File: config.mk
export PLATFORM = sky130hd
export DESIGN_NAME = scoreUnit
export DESIGN_NICKNAME = d
export VERILOG_FILES = /design/src/logic/nccPkg.sv /design/src/logic/scoreUnit.sv /design/src/logic/logConvert.sv
export VERILOG_INCLUDE_DIRS = /design/src /design/src/logic
export SDC_FILE = /design/constraint.sdc
export NUM_CORES = 2
export LEC_CHECK = 0
export ABC_AREA = 1
export BUFFER_PORTS_ARGS = -buffer_cell sky130_fd_sc_hd__buf_4
export CAP_MARGIN = 20
export CORE_AREA = 2 2 466 468
export DETAILED_ROUTE_END_ITERATION = 12
export DIE_AREA = 0 0 468 470
export SETUP_SLACK_MARGIN = 0.4
export SYNTH_ARGS = -nofsm -noshare
export SYNTH_HDL_FRONTEND = slang
export SYNTH_SLANG_ARGS = --single-unit
File: constraint.sdc
create_clock -name vclk -period 23.5
set_input_delay 1.175 -clock vclk [all_inputs]
set_output_delay 1.175 -clock vclk [all_outputs]
set_load 0.02 [all_outputs]
File: src/logic/ncc_defs.svh
`ifndef NCC_DEFS_SVH
`define NCC_DEFS_SVH

// pixels per patch side
// one descriptor word carries one full row
`define PATCH_DIM 4

// bits per pixel
`define PIXEL_W 8

// fraction bits below the leading one in a log code
`define FRAC_W 27

// windows per search frame; the index wraps after this many
`define NUM_WINDOWS 150

// width of the window index
`define IDX_W 9

`endif
File: src/logic/nccPkg.sv
`default_nettype none

`include "ncc_defs.svh"

package nccPkg;

	// sign bit, 5-bit leading-one position, fraction
	typedef logic [`FRAC_W+5:0] logCode_t;
	// log code with the sign dropped, used for scores
	typedef logic [`FRAC_W+4:0] magLog_t;
	typedef logic [`PIXEL_W-1:0] pixel_t;
	typedef logic [31:0] acc_t;
	typedef logic [`IDX_W-1:0] winIndex_t;

	typedef enum logic {
		DESC_IDLE,
		DESC_LOAD
	} descState_t;

	typedef enum logic {
		WIN_WAIT,
		WIN_LOAD
	} winState_t;

endpackage

`default_nettype wire

File: src/logic/scoreUnit.sv
`timescale 1ns/1ps
`default_nettype none

`include "ncc_defs.svh"

module scoreUnit import nccPkg::*; (
	input logic [`PATCH_DIM*32-1:0] rowTotals,
	input logic [`PATCH_DIM*`PATCH_DIM*32-1:0] descSqs,
	input logic [`PATCH_DIM*`PATCH_DIM*32-1:0] winSqs,
	output magLog_t score
);

	localparam int numPe = `PATCH_DIM * `PATCH_DIM;
	localparam int accW = $bits(acc_t);
	localparam int magW = $bits(magLog_t);

	acc_t numSum, descSum, winSum;
	logCode_t numLog, descLog, winLog;
	logic [magW:0] denomSum;
	magLog_t denom, diff;

	// numerator adds all row chains together
	always_comb begin
		numSum = '0;
		for (int r = 0; r < `PATCH_DIM; r++) begin
			numSum = numSum + rowTotals[r*accW +: accW];
		end
	end

	always_comb begin
		descSum = '0;
		winSum = '0;
		for (int k = 0; k < numPe; k++) begin
			descSum = descSum + descSqs[k*accW +: accW];
			winSum = winSum + winSqs[k*accW +: accW];
		end
	end

	logConvert numConv (.value(numSum), .code(numLog));
	logConvert descConv (.value(descSum), .code(descLog));
	logConvert winConv (.value(winSum), .code(winLog));

	// square root of the product is half the summed logs
	assign denomSum = {1'b0, descLog[magW-1:0]} + {1'b0, winLog[magW-1:0]};
	assign denom = denomSum[magW:1];

	assign diff = numLog[magW-1:0] - denom;

	// a wrapped subtraction lands above the numerator
	// such a result is clamped to 1
	assign score = (diff > numLog[magW-1:0]) ? magLog_t'(1) : diff;

endmodule

`default_nettype wire

File: src/logic/logConvert.sv
`timescale 1ns/1ps
`default_nettype none

`include "ncc_defs.svh"

module logConvert import nccPkg::*; (
	input acc_t value,
	output logCode_t code
);

	// leading zero count, one bit per narrowing stage
	logic [4:0] lz;
	acc_t s16, s8, s4, s2, s1;

	// each stage checks the upper half of what is left and shifts it up if empty
	always_comb begin
		lz[4] = (value[31:16] == '0);
		s16 = lz[4] ? {value[15:0], 16'b0} : value;
		lz[3] = (s16[31:24] == '0);
		s8 = lz[3] ? {s16[23:0], 8'b0} : s16;
		lz[2] = (s8[31:28] == '0);
		s4 = lz[2] ? {s8[27:0], 4'b0} : s8;
		lz[1] = (s4[31:30] == '0);
		s2 = lz[1] ? {s4[29:0], 2'b0} : s4;
		lz[0] = ~s2[31];
		s1 = lz[0] ? {s2[30:0], 1'b0} : s2;
	end

	// leading one now sits at bit 31
	// fraction is what follows it
	// zero input ends with lz = 31 and s1 = 0, so the code is all zero
	assign code = {value[31], ~lz, s1[30 -: `FRAC_W]};

endmodule

`default_nettype wire

==> results.yml <==
run_status:
  outcome: "finished, final reports clean"
sta:
  fmax_ghz: 0.0526
  tns_ns: 0
  final.period_utilization_pct: 80.9
  setup_viol: 0
  worstMarginPinSlew_ns: 0.982
  rsz0062_at_grt: "false"
  relSlewSlack_pct: 34.3
  report.final.slew_viol_count: 0
  finalCriticalPeriod_ns: 19.02
  finalHoldViolations: 0
floorplan:
  rows: 171
  fp.dieH_um: 470
  fp.dieW_um: 468
  core-area_mm2: 0.216
  dieArea_mm2: 0.220
  start_util_pct: 18.4
  ios: 1184
place:
  hpwl_um: 167000
  port_buffers: 1184
  gp_congestion: 0.978
  post-place-cells: 9444
finish:
  ff_latch_area_um2: 0
  clkbuf_count: 0
  final_cells: 9480
  seq_cell_count: 0
  syn_to_final_growth_pct: 30.6
  num-nets-final: 8855
  final_util_pct: 24.0
  drive_above_1_share_pct: 19.1
synth:
  avgSynthCellArea_um2: 7.24
  synth_area_mm2: 0.0397
  ys_warn_count: 0
  synth_fp_nets: 7749
  post_synth_num_cell_types: 55
  synth.most_common_cell: "inv_1"
  synth_area_leaders: "fa_1, inv_1, nand2_1, ha_1, o21ai_0"
  synthTopCellsByCount: "inv_1, nand2_1, fa_1, nor2_1, o21ai_0"
  syn_inst: 5487
  yosysSeqAreaShare_pct: 0
  yosysTopAreaCell: "fa_1"
  netlist.area_leader.share_pct: 45.9
hold_path:
  hold_end: "score[0]"
  hold_class: "in2out"
  worstHoldStart: "rowTotals[96]"
  hold_path_depth: 13
grt:
  grt_overflow: 0
  grt_usage_pct: 15.6
  grt_pass1_vias: 38500
  grt_first_pass_wirelength_um: 251000
  grt_antenna_before_repair: 66
  grt_max_degree: 90
setup_path:
  crit_type: "in2out"
  critPathArrivalTime_ns: 17.84
  worst_path_most_repeated_cell: "nand2_1"
  max_stage_delay_ns: 0.81
  crit_path_end_kind: "output port"
  crit_path_start_kind: "primary input"
  critPathMaxFanout: 33
  cp_data_required_time_ns: 22.33
  cp_slowest_cell: "nand4_1"
  startpoint: "winSqs[450]"
clocking:
  post_cts_resized: 0
  postCtsSetupRepairBufs: 0
  holdBufCountCts: 0
drt:
  dr.pass1.iters: 5
  drtIter0Drc: 2164
  avgViaCountPerCell: 3.89
  ant_nets: 0
  wire_per_inst_um: 18.5
  drc: 0
  vias: 36900
  wl_um: 175000
run:
  drv_cap: 0
==> placed cells by master, fill, tap and decap left out, types with 5 or more instances in the layout <==
| cell | count |
|---|---|
| diode_2 | 35 |
| inv_2 | 15 |
| inv_1 | 1765 |
| fa_1 | 910 |
| xor2_1 | 95 |
| o21ai_2 | 6 |
| ha_1 | 200 |
| o21ai_1 | 27 |
| nor2_4 | 5 |
| buf_4 | 1186 |
| nand2_2 | 13 |
| o21ai_0 | 225 |
| and2_1 | 5 |
| xnor2_1 | 59 |
| nor2_1 | 246 |
| nor4_1 | 5 |
| o21bai_1 | 12 |
| a21oi_1 | 168 |
| nand2_1 | 1228 |
| nor2_2 | 8 |
| nor3_1 | 28 |
| o31ai_1 | 5 |
| nand4_1 | 44 |
| o21a_1 | 21 |
| a21boi_0 | 5 |
| nand3b_1 | 17 |
| or2_2 | 10 |
| a21o_1 | 9 |
| nand3_1 | 207 |
| a31oi_1 | 19 |
==> critical path, delay by kind of cell <==
kind / cells / cell delay [ns]
AND/OR/NAND/NOR: 39 / 6.28
AO/OA/AOI/OAI: 14 / 2.81
XOR/XNOR: 2 / 0.54
buffers and inverters: 12 / 2.14
adder cells (fa/ha/maj): 11 / 4.87
==> worst max-delay path by stage <==
stage	endpoint	cells after the start
final	score[29]	78
after global routing	score[29]	76
after CTS	score[29]	77
after detailed placement	score[29]	75
after global placement	score[29]	72
after floorplan	score[19]	75
==> cell type report <==
class	count	area [um^2]
Inverter	1783	6700
Fill cell	24300	164000
Tap cell	2854	3570
Multi-Input combinational cell	3620	32600
Antenna cell	35	87.6
Timing Repair Buffer	1188	8930
==> stage by stage <==
step / setup slack (ns) / instance area (um^2) / hold slack (ns)
final: 4.48 / 51800 / 3.91
after global placement: 4.09 / 51700 / 3.91
after global routing: 2.55 / 51800 / 4.01
after floorplan: 8.74 / 39700 / 3.32
after CTS: 3.89 / 51700 / 3.92
after detailed placement: 3.94 / 51700 / 3.91
==> per-layer routing <==
metal	up-vias	global-route usage [%]	wire length [um]
met5	-	0	105
met4	16	3.82	5440
met3	158	1.77	9360
met2	1161	27.5	85800
met1	17500	20.0	74600
li1	18100	-	-
==> kinds of logic after synthesis <==
group / count (synthesis) / share of synthesized area (%)
AO/OA/AOI/OAI: 523 / 7.28
XOR/XNOR: 154 / 3.40
adder cells (fa/ha/maj): 1110 / 52.2
buffers and inverters: 1867 / 18.0
multiplexers: 4 / 0.101
AND/OR/NAND/NOR: 1829 / 19.0
Power is not shown: default switching activity piles up to over one toggle a cycle in this logic, so the estimate is an artifact.
