File: config.mk
export PLATFORM = sky130hd
export DESIGN_NAME = bestMatch
export DESIGN_NICKNAME = d
export VERILOG_FILES = /design/src/logic/nccPkg.sv /design/src/logic/bestMatch.sv
export VERILOG_INCLUDE_DIRS = /design/src /design/src/logic
export SDC_FILE = /design/constraint.sdc
export NUM_CORES = 1
export LEC_CHECK = 0
export ABC_CLOCK_PERIOD_IN_PS = 8029
export BUFFER_PORTS_ARGS = -buffer_cell sky130_fd_sc_hd__buf_2
export CAP_MARGIN = 5
export CORE_MARGIN = 2
export CORE_UTILIZATION = 44
export DETAILED_ROUTE_END_ITERATION = 8
export GPL_ROUTABILITY_DRIVEN = 0
export PLACE_DENSITY = 0.76
export SLEW_MARGIN = 5
export SYNTH_ARGS = -nofsm -noshare
export SYNTH_HDL_FRONTEND = slang
export SYNTH_SLANG_ARGS = --single-unit
export TNS_END_PERCENT = 5
File: constraint.sdc
create_clock -name clk -period 8.03 [get_ports clk]
set_clock_uncertainty 0.1 [all_clocks]
set_input_delay 1.2045 -clock clk [delete_from_list [all_inputs] [get_ports clk]]
set_output_delay 1.2045 -clock clk [all_outputs]
set_load 0.01 [all_outputs]
File: src/logic/ncc_defs.svh
`ifndef NCC_DEFS_SVH
`define NCC_DEFS_SVH

// pixels per patch side
// one descriptor word carries one full row
`define PATCH_DIM 4

// bits per pixel
`define PIXEL_W 8

// fraction bits below the leading one in a log code
`define FRAC_W 27

// windows per search frame; the index wraps after this many
`define NUM_WINDOWS 150

// width of the window index
`define IDX_W 9

`endif
File: src/logic/nccPkg.sv
`default_nettype none

`include "ncc_defs.svh"

package nccPkg;

	// sign bit, 5-bit leading-one position, fraction
	typedef logic [`FRAC_W+5:0] logCode_t;
	// log code with the sign dropped, used for scores
	typedef logic [`FRAC_W+4:0] magLog_t;
	typedef logic [`PIXEL_W-1:0] pixel_t;
	typedef logic [31:0] acc_t;
	typedef logic [`IDX_W-1:0] winIndex_t;

	typedef enum logic {
		DESC_IDLE,
		DESC_LOAD
	} descState_t;

	typedef enum logic {
		WIN_WAIT,
		WIN_LOAD
	} winState_t;

endpackage

`default_nettype wire

File: src/logic/bestMatch.sv
`timescale 1ns/1ps
`default_nettype none

`include "ncc_defs.svh"

module bestMatch import nccPkg::*; (
	input logic clk,
	input logic rst,
	input logic sample,
	input magLog_t score,
	output magLog_t bestScore,
	output winIndex_t bestIndex
);

	winIndex_t winCount;
	logic lastWindow;

	assign lastWindow = (winCount == winIndex_t'(`NUM_WINDOWS - 1));

	// index of the window being sampled
	always_ff @(posedge clk, posedge rst) begin
		if (rst) begin
			winCount <= '0;
		end else if (sample) begin
			winCount <= lastWindow ? '0 : winCount + 1'b1;
		end
	end

	// only a strictly greater score replaces the stored pair
	always_ff @(posedge clk, posedge rst) begin
		if (rst) begin
			bestScore <= '0;
			bestIndex <= '0;
		end else if (sample && (score > bestScore)) begin
			bestScore <= score;
			bestIndex <= winCount;
		end
	end

endmodule

`default_nettype wire

==> results.json <==
{
  "run_status": "completed",
  "mappedNetlistNets": 316,
  "clk-insertion-delay-late_ns": 0.31,
  "synth_top_flop_cell": "sky130_fd_sc_hd__dfrtp_1",
  "cts_hold_buffers": 0,
  "worstPathArrival_ns": 4.19,
  "timing.slew.headroom_pct": 29.8,
  "worst-setup-path-type": "input pin to flop",
  "cts_buffer_depth": 2,
  "worstSetupStartpoint": "score[18]",
  "ir_drop_mv": 0.0886,
  "highest_clock_frequency_the_design_can_meet_mhz": 244,
  "detailedPlacementHpwl_um": 4590,
  "critical_path.startpoint_type": "input pin",
  "num_rows": 30,
  "pin_slew_with_the_least_headroom_to_its_limit_ns": 1.05,
  "finalMaxSlewViolations": 0,
  "areaGrowthSynthToFinish_pct": 16.2,
  "fin_util_pct": 52.3,
  "final-seq-area_sq_um": 1250,
  "most_used_cells_in_the_layout_excluding_fill_and_tap_cells": "sky130_fd_sc_hd__buf_2, sky130_fd_sc_hd__dfrtp_1, sky130_fd_sc_hd__mux2_4, sky130_fd_sc_hd__inv_1, sky130_fd_sc_hd__ha_1",
  "clkTransAtPathRegs_ns": 0.09,
  "core_sq_um": 6720,
  "worst_setup_path_endpoint": "bestScore[8]",
  "grt_antenna_before_repair": 0,
  "cts.sinks": 50,
  "maxCapViolCount": 0,
  "effective_utilization_at_floorplan_pct": 45.0,
  "synth-edff-count": 0,
  "count_of_antenna_violating_nets_left_after_detailed_routing": 0,
  "post-cts-setup-buffer-count": 0,
  "post_synth_instance_area_sq_um": 3020,
  "synth_warnings": 0,
  "power-per-cell-area_nw_per_um2": 362,
  "report.final.hold_viol_count": 0,
  "grt_pass1_vias": 2014,
  "tritoncts": "done",
  "number_of_i_o_pins": 76,
  "drive_above_1_share_pct": 39.6,
  "synth_sequential_area_ratio_pct": 41.4,
  "post_cts_resize_count": 0,
  "whs_path_depth": 1,
  "global_route.overflow_total": 0,
  "grt_max_degree": 51,
  "first_pass_grt_wire_length_um": 9530,
  "final_common_cell": "sky130_fd_sc_hd__buf_2",
  "num-fill-cells": 610,
  "n_antenna_cell": 0,
  "synthesis.instances": 247,
  "synthArstFlopShare_pct": 100,
  "synth-seq-cells": 50,
  "grt_setup_unrepaired": "false",
  "root_buffer_cell": "sky130_fd_sc_hd__clkbuf_8",
  "route.detailed.drc": 0,
  "dieWidth_um": 86.9,
  "multi_input_comb_area_sq_um": 1540,
  "setup_viol": 0,
  "die-area_sq_um": 7540,
  "worst_r2r_startpoint": "bestScore[18]",
  "chipHeight_um": 86.9,
  "rr_endpoint": "bestScore[8]",
  "layout_min_cycle_time_ns": 4.10,
  "ys_types": 34,
  "worstPathMaxFanout": 23,
  "min_period_over_period_pct": 51.0,
  "cts-buffers-inserted": 5,
  "wire_per_inst_um": 14.6,
  "timing.reg2reg.setup_slack_ns": 4.53,
  "route.vias.total": 2048,
  "capturing_element_type_of_the_critical_path": "flop",
  "io_buffers": 75,
  "syn-mean-instance-area_sq_um": 12.2,
  "finalNetCount": 394,
  "grt_use_total_pct": 16.2,
  "setup-tns-final_ns": 0,
  "hp-class": "flop to flop",
  "worst_hold_startpoint": "winCount[8]",
  "worstRegToRegCells": 9,
  "drt-pass1-iter-count": 4,
  "violation_count_after_the_first_detailed_routing_iteration": 91,
  "drt_wl_total_um": 5950,
  "ctsHtreeMaxLevel": 2,
  "cellLeakagePower_nw": 1.92,
  "cp_data_required_time_ns": 8.13,
  "dr_vias_cell": 5.04
}
-- stage by stage --
| step | worst slack, ns | cell area [sq um] | power [mW] | hold WS (ns) | cells |
|---|---|---|---|---|---|
| floorplan | 4.57 | 3020 | 0.951 | 0.366 | 247 |
| detailed placement | 3.60 | 3420 | 1.13 | 0.399 | 398 |
| global route | 3.80 | 3510 | 1.38 | 0.443 | 406 |
| CTS | 3.92 | 3510 | 1.29 | 0.418 | 406 |
| finish | 3.93 | 3510 | 1.27 | 0.412 | 406 |
| global placement | 3.64 | 3420 | 1.10 | 0.389 | 398 |
-- cell type report --
class | instances | share of cell area [%]
timing repair buffer | 76 | 10.9
clock buffer | 7 | 2.46
multi-input combinational | 154 | 43.9
clock inverter | 1 | 0.143
tap | 80 | 2.85
sequential | 50 | 35.6
inverter | 38 | 4.06
-- power breakdown --
part,internal (mW),total (mW),switching (mW)
combinational,0.356,0.649,0.293
sequential,0.367,0.467,0.0997
clock,0.0698,0.156,0.0861
-- sequential cells by signal, summed over array words and instances (netlist names) --
| name | flops |
|---|---|
| bestScore | 32 |
| bestIndex | 9 |
| winCount | 9 |
-- kinds of logic (layout without fill, tap and decap cells) --
| kind of cell | count (synthesis) | count (layout) | synth area share (%) |
|---|---|---|---|
| multiplexers | 42 | 42 | 20.6 |
| XOR/XNOR | 4 | 4 | 1.16 |
| buffers and inverters | 43 | 122 | 7.50 |
| adder cells (fa/ha/maj) | 34 | 34 | 14.1 |
| AND/OR/NAND/NOR | 39 | 39 | 7.21 |
| AO/OA/AOI/OAI | 35 | 35 | 8.04 |
| flip-flops | 50 | 50 | 41.4 |
-- layer usage --
metal / part of all wire, % / wire [um] / global-route usage [%] / up-vias
met2: 48 / 2840 / 26.2 / 56
met5: 0 / 0 / 0 / -
li1: - / - / - / 1018
met4: 0.52 / 31 / 4.12 / 0
met1: 47 / 2770 / 21.5 / 970
met3: 5.2 / 310 / 4.36 / 4
-- cell usage after synthesis, types with 3 or more instances --
| cell | n | area, sq um |
|---|---|---|
| sky130_fd_sc_hd__nand3_1 | 6 | 30.0 |
| sky130_fd_sc_hd__nand2_1 | 10 | 37.5 |
| sky130_fd_sc_hd__buf_12 | 4 | 80.1 |
| sky130_fd_sc_hd__a21o_1 | 4 | 30.0 |
| sky130_fd_sc_hd__a21oi_1 | 14 | 70.1 |
| sky130_fd_sc_hd__o21ai_0 | 6 | 30.0 |
| sky130_fd_sc_hd__dfrtp_1 | 50 | 1250 |
| sky130_fd_sc_hd__nor2_1 | 4 | 15.0 |
| sky130_fd_sc_hd__nand4_1 | 8 | 50.1 |
| sky130_fd_sc_hd__inv_1 | 38 | 143 |
| sky130_fd_sc_hd__mux2_4 | 40 | 601 |
| sky130_fd_sc_hd__ha_1 | 34 | 425 |
| sky130_fd_sc_hd__xnor2_1 | 3 | 26.3 |
-- critical path, stage by stage --
cell	delay, ns
sky130_fd_sc_hd__buf_2	0.11
sky130_fd_sc_hd__ha_1	0.32
sky130_fd_sc_hd__a41o_1	0.24
sky130_fd_sc_hd__a21oi_1	0.15
sky130_fd_sc_hd__o32ai_1	0.09
sky130_fd_sc_hd__or4_1	0.46
sky130_fd_sc_hd__o21ai_4	0.71
sky130_fd_sc_hd__buf_4	0.52
sky130_fd_sc_hd__mux2_2	0.39
-- worst min-delay path by stage --
stage and endpoint:
2_1_floorplan winCount[8], 5_1_grt winCount[8], 6_report winCount[8], 4_1_cts winCount[8]
3_5_place_dp bestIndex[2], 3_3_place_gp winCount[8]
Note: power is estimated with default switching activity, not from simulation.
