## config.mk

```make
export PLATFORM = sky130hd
export DESIGN_NAME = logConvert
export DESIGN_NICKNAME = d
export VERILOG_FILES = /design/src/logic/nccPkg.sv /design/src/logic/logConvert.sv
export VERILOG_INCLUDE_DIRS = /design/src /design/src/logic
export SDC_FILE = /design/constraint.sdc
export NUM_CORES = 1
export LEC_CHECK = 0
export BUFFER_PORTS_ARGS = -buffer_cell sky130_fd_sc_hd__buf_2
export CAP_MARGIN = 20
export CORE_UTILIZATION = 55
export DETAILED_ROUTE_END_ITERATION = 8
export GPL_ROUTABILITY_DRIVEN = 0
export PLACE_DENSITY_LB_ADDON = 0.12
export SLEW_MARGIN = 20
export SYNTH_ARGS = -nofsm -noshare
export SYNTH_HDL_FRONTEND = slang
export SYNTH_SLANG_ARGS = --single-unit
```

## constraint.sdc

```tcl
create_clock -name vclk -period 4
set_input_delay 0.4 -clock vclk [all_inputs]
set_output_delay 0.4 -clock vclk [all_outputs]
set_load 0.005 [all_outputs]
```

## src/logic/ncc_defs.svh

```systemverilog
`ifndef NCC_DEFS_SVH
`define NCC_DEFS_SVH

// pixels per patch side
// one descriptor word carries one full row
`define PATCH_DIM 4

// bits per pixel
`define PIXEL_W 8

// fraction bits below the leading one in a log code
`define FRAC_W 27

// windows per search frame; the index wraps after this many
`define NUM_WINDOWS 150

// width of the window index
`define IDX_W 9

`endif
```

## src/logic/nccPkg.sv

```systemverilog
`default_nettype none

`include "ncc_defs.svh"

package nccPkg;

	// sign bit, 5-bit leading-one position, fraction
	typedef logic [`FRAC_W+5:0] logCode_t;
	// log code with the sign dropped, used for scores
	typedef logic [`FRAC_W+4:0] magLog_t;
	typedef logic [`PIXEL_W-1:0] pixel_t;
	typedef logic [31:0] acc_t;
	typedef logic [`IDX_W-1:0] winIndex_t;

	typedef enum logic {
		DESC_IDLE,
		DESC_LOAD
	} descState_t;

	typedef enum logic {
		WIN_WAIT,
		WIN_LOAD
	} winState_t;

endpackage

`default_nettype wire

```

## src/logic/logConvert.sv

```systemverilog
`timescale 1ns/1ps
`default_nettype none

`include "ncc_defs.svh"

module logConvert import nccPkg::*; (
	input acc_t value,
	output logCode_t code
);

	// leading zero count, one bit per narrowing stage
	logic [4:0] lz;
	acc_t s16, s8, s4, s2, s1;

	// each stage checks the upper half of what is left and shifts it up if empty
	always_comb begin
		lz[4] = (value[31:16] == '0);
		s16 = lz[4] ? {value[15:0], 16'b0} : value;
		lz[3] = (s16[31:24] == '0);
		s8 = lz[3] ? {s16[23:0], 8'b0} : s16;
		lz[2] = (s8[31:28] == '0);
		s4 = lz[2] ? {s8[27:0], 4'b0} : s8;
		lz[1] = (s4[31:30] == '0);
		s2 = lz[1] ? {s4[29:0], 2'b0} : s4;
		lz[0] = ~s2[31];
		s1 = lz[0] ? {s2[30:0], 1'b0} : s2;
	end

	// leading one now sits at bit 31
	// fraction is what follows it
	// zero input ends with lz = 31 and s1 = 0, so the code is all zero
	assign code = {value[31], ~lz, s1[30 -: `FRAC_W]};

endmodule

`default_nettype wire

```

==> results of run 1 <==
cell type report:
type	instances	area, µm²
Timing Repair Buffer	81	445.4
Inverter	6	26.28
Tap cell	44	55.05
Multi-Input combinational cell	245	1693
Fill cell	306	883.3
power breakdown:
group	total [µW]	leakage, µW	internal [µW]	switching [µW]
Combinational	250	0.00100	105	146
Sequential	0	0	0	0
Clock	0	0	0	0
routing by layer:
layer  global-route usage  vias to the layer above
met5                    0                        -
met3               0.1082                       21
met4               0.1196                        0
met2               0.6079                      203
met1               0.5148                     1132
li1                     -                     1199
synth_stat cells, types with 3 or more instances:
cell	count	area, µm²
a211oi_1	3	22.52
a21o_1	4	30.03
a21oi_1	35	175.2
a31oi_1	7	43.79
and3_1	3	18.77
buf_2	8	40.04
buf_6	4	45.04
clkbuf_1	8	30.03
inv_2	3	11.26
mux2_2	6	67.56
mux2i_1	32	320.3
nand2_1	23	86.33
nand3_1	7	35.03
nor2_1	22	82.58
nor3_1	8	40.04
o211ai_1	4	30.03
o21a_1	6	45.04
o21ai_0	17	85.08
o21ai_1	10	50.05
o22a_1	3	26.28
o22ai_1	11	68.82
o31a_1	6	52.55
o31ai_1	3	22.52
cell families after synthesis:
group | Yosys count | share of synthesized area
compound gates | 128 | 0.4810
simple gates | 79 | 0.2276
mux | 38 | 0.2106
buf+inv | 27 | 0.08084
metrics by stage:
step | hold slack, ns | util | power [µW] | cell area [µm²]
global placement | 1.060 | 0.7153 | 242.4 | 2220
detailed placement | 1.066 | 0.7153 | 244.3 | 2220
global route | 1.074 | 0.7153 | 272.7 | 2220
finish | 1.071 | 0.7153 | 250.4 | 2220
CTS | 1.067 | 0.7153 | 245.1 | 2220
floorplan | 0.8808 | - | 148.9 | 1842
how the worst min path moves through the flow:
stage	from	to	cells past startpoint
3_3_place_gp	value[31]	code[32]	2
5_1_grt	value[31]	code[32]	2
2_1_floorplan	value[31]	code[32]	1
4_1_cts	value[31]	code[32]	2
3_5_place_dp	value[31]	code[32]	2
6_report	value[31]	code[32]	2
==> key figures, run 1 <==
Final layout
  • Antenna cells: 0
  • Layout cells sized above 1: 0.3343
  • Most common cell after layout, fill and taps aside: buf_2
  • Most frequent cells in the layout: buf_2 (65), a21oi_1 (35), mux2i_1 (32), nand2_1 (23), nor2_1 (22)
  • Area growth from synthesis to layout: 20.52%
  • Final Non-Filler Cells: 376
  • Seq cells: 0
  • CLK BUF: 0
  • Nets: 366
  • Register area: 0 µm²

Floorplanning
  • Core Rows: 20
  • Initial Util: 0.5935
  • Die H: 59.87 µm
  • Die area: 0.003584 mm²
  • Io pins: 65
  • Core area: 0.003103 mm²
  • Die width: 59.87 µm

Place
  • Pre-CTS setup slack: 0.4973 ns
  • Post-DP HPWL: 5371 µm
  • PortBufs: 65
  • Inst Count DP: 376

Timing
  • Max-slew violation count: 0
  • Finish-stage setup viols: 0
  • Relative slew slack: 0.4883
  • Fmax: 280.6 MHz
  • Worst setup margin: 0.4367 ns
  • RSZ-0062 raised after global routing: false
  • Worst Tran Pin Value: 0.7663 ns
  • Final period util: 0.8908
  • Final min period: 3.563 ns
  • Final hold violations: 0
  • Final setup TNS: 0 ns

Drt
  • DR DRC count: 0
  • Vias: 2555
  • Drt total wl: 6898 µm
  • WL met2: 3095 µm
  • DR pass1 iterations: 5
  • Initial DRC Count: 227
  • DR WL/cell: 18.35 µm
  • Via density: 6.795
  • Top Metal Used: met4
  • Met1 WL: 2723 µm
  • Met3 WL post-DR: 941 µm
  • Final ANT Viol Nets: 0

Critical path
  • Levels on crit path: 12
  • Worst path max stage delay: 0.37 ns
  • Crit path cell chain: buf_2, nor4_4, nand2_2, o31ai_4, buf_4, nor2_2, clkinv_2, o221ai_2, a21oi_4, buf_4, mux2i_1, buf_2
  • CP required: 3.60 ns
  • Critical Path End Type: primary output
  • Buf/Inv on CP: 5
  • Critical path capture point: code[7]
  • Worst EP arrival: 3.16 ns
  • Worst-path fanout max: 13
  • Crit Path Category: in2out
  • Cell class contributing the biggest share of worst-path delay: buffers and inverters
  • Slowest CP cell: o31ai_4
  • Crit start category: input pin
  • Critical Path Source: value[21]

Synth
  • Post-synthesis sequential area ratio: 0
  • Syn nets: 304
  • Mapped Cells: 272
  • Syn Area/Cell: 6.771 µm²
  • Library cells used by synthesis: 49
  • YS warnings: 0
  • Cell area after synthesis: 0.001842 mm²

Global route
  • First-pass GRT wire length: 10540 µm
  • Global route overflow: 0
  • Initial antenna violation count: 0
  • Number of global-route vias before repair: 2190
  • Gr usage total: 0.3892
  • Largest net degree at the start of global routing: 25

Clock network
  • Hold_buf cts: 0
  • Setup bufs post-CTS: 0
  • # resized after CTS: 0

Job
  • Max Cap Viol: 0

Worst hold path
  • Min-Delay Path Class: in2out

Power and ir drop
  • Maximum VDD drop: 60.02 µV
  • Static leakage: 0.001005 µW
  • Pwr dens: 112.8 mW/mm²

Outcome
  • Outcome: finished clean
Note: power is estimated with default switching activity, not from simulation.
==> run 2: changes to the inputs <==
--- a/config.mk
+++ b/config.mk
@@ -8,7 +8,7 @@
 export LEC_CHECK = 0
 export BUFFER_PORTS_ARGS = -buffer_cell sky130_fd_sc_hd__buf_2
 export CAP_MARGIN = 20
-export CORE_UTILIZATION = 55
+export CORE_UTILIZATION = 54
 export DETAILED_ROUTE_END_ITERATION = 8
 export GPL_ROUTABILITY_DRIVEN = 0
 export PLACE_DENSITY_LB_ADDON = 0.12
==> constraint.sdc (replaced) <==
create_clock -name vclk -period 4.02
set_input_delay 0.402 -clock vclk [all_inputs]
set_output_delay 0.402 -clock vclk [all_outputs]
set_load 0.005 [all_outputs]
==> run 2 against run 1 <==
Compared with the run above: final cell count down 1.1%; clock-buffer cell count did not move; wire length is 1.8% higher; critical path depth decreased by 2; first-iteration DRC count increased by 55%; power up 0.90%; largest cell class unchanged; largest power group unchanged.
==> key figures, run 2 (same netlist as run 1, synthesis figures left out) <==
Critical path
  • CP required: 3.62 ns
  • Crit Path Category: in2out
  • Critical Path End Type: primary output
  • Worst EP arrival: 3.31 ns
  • Crit start category: input pin
  • Worst-path fanout max: 18

Power and ir drop
  • Static leakage: 0.0009893 µW
  • Sequential Power Share: 0
  • Logic pwr share: 1.000
  • Sw Pwr: 147.5 µW
  • Total power draw: 252.6 µW
  • Clk network pwr share: 0
  • Net Sw Frac: 0.5838
  • Pint: 105.2 µW
  • Pwr dens: 114.7 mW/mm²
  • Maximum VDD drop: 68.18 µV

Final layout
  • Area growth from synthesis to layout: 19.57%
  • # fillers: 305
  • Most common cell after layout, fill and taps aside: buf_2
  • Register area: 0 µm²
  • CLK BUF: 0
  • Seq cells: 0
  • Most frequent cells in the layout: buf_2 (65), a21oi_1 (35), mux2i_1 (32), nand2_1 (23), nor2_1 (22)
  • Nets: 362
  • Layout cells sized above 1: 0.3262
  • Antenna cells: 0

Timing
  • Relative slew slack: 0.4919
  • Max-slew violation count: 0
  • Finish-stage setup viols: 0
  • Final setup TNS: 0 ns
  • Worst setup margin: 0.3032 ns
  • Final hold violations: 0
  • Worst Tran Pin Value: 0.7610 ns
  • RSZ-0062 raised after global routing: false
  • Fmax: 269.1 MHz
  • Final min period: 3.717 ns
  • Final period util: 0.9246

Floorplanning
  • Core Rows: 20
  • Io pins: 65
  • Die H: 60.40 µm
  • Core area: 0.003153 mm²
  • Die area: 0.003648 mm²
  • Die width: 60.40 µm
  • Initial Util: 0.5841

Outcome
  • Outcome: finished clean

Global route
  • Largest net degree at the start of global routing: 25
  • Number of global-route vias before repair: 2243
  • First-pass GRT wire length: 10960 µm
  • Initial antenna violation count: 0
  • Global route overflow: 0
  • Gr usage total: 0.3958

Drt
  • Top Metal Used: met4
  • DR pass1 iterations: 5
  • Via density: 6.992
  • Final ANT Viol Nets: 0
  • DR WL/cell: 18.88 µm
  • Initial DRC Count: 352
  • DR DRC count: 0
  • Met3 WL post-DR: 924 µm
  • Vias: 2601
  • WL met2: 3037 µm
  • Drt total wl: 7024 µm
  • Met1 WL: 2734 µm

Place
  • Post-DP HPWL: 5343 µm
  • Pre-CTS setup slack: 0.3675 ns
  • PortBufs: 65

Job
  • Max Cap Viol: 0

Worst hold path
  • Worst Hold Depth: 2
  • Min-Delay Path Class: in2out

Clock network
  • Hold_buf cts: 0
  • Setup bufs post-CTS: 0
  • # resized after CTS: 0
-- run 2: cell count changes in the layout (fill, tap and decap cells not counted), sizes merged --
cell,before,now
buf,81,77
-- run 2: power by group through the flow --
stage | clock network (µW) | logic, µW | registers [µW]
global placement | 0 | 242 | 0
detailed placement | 0 | 246 | 0
floorplan | 0 | 148 | 0
finish | 0 | 253 | 0
CTS | 0 | 247 | 0
global route | 0 | 276 | 0
-- run 2: metal layers --
metal / vias to the layer above / global-route usage
met1: 1167 / 0.5357
met2: 207 / 0.6358
met4: 0 / 0.1395
li1: 1180 / -
met3: 47 / 0.05970
met5: - / 0
-- run 2: layout make-up --
| class | instances | area, µm² | area share |
|---|---|---|---|
| multi-input cells | 245 | 1693 | 0.7687 |
| repair buffers | 77 | 427.9 | 0.1943 |
| well taps | 44 | 55.05 | 0.02500 |
| inverters | 6 | 26.28 | 0.01193 |
-- run 2: path summary, 6_finish.rpt --
kind                  startpoint       end  slack (ns)
worst max-delay path   value[16]  code[17]        0.30
worst min-delay path   value[31]  code[32]        1.07
-- run 2: stage by stage --
step	hold slack [ns]	instance area (µm²)	cells	utilization
6_report	1.074	2202	372	0.6984
2_1_floorplan	0.8848	1842	272	-
3_3_place_gp	1.068	2202	372	0.6984
4_1_cts	1.072	2202	372	0.6984
3_5_place_dp	1.072	2202	372	0.6984
5_1_grt	1.083	2202	372	0.6984
-- run 2: critical path, cell delays in order --
cell,delay [ns]
buf_2,0.13
nor4_4,0.46
nand2_2,0.28
o31ai_4,0.54
o311ai_2,0.34
a21oi_4,0.22
buf_4,0.24
mux2_2,0.37
mux2i_1,0.17
buf_2,0.14
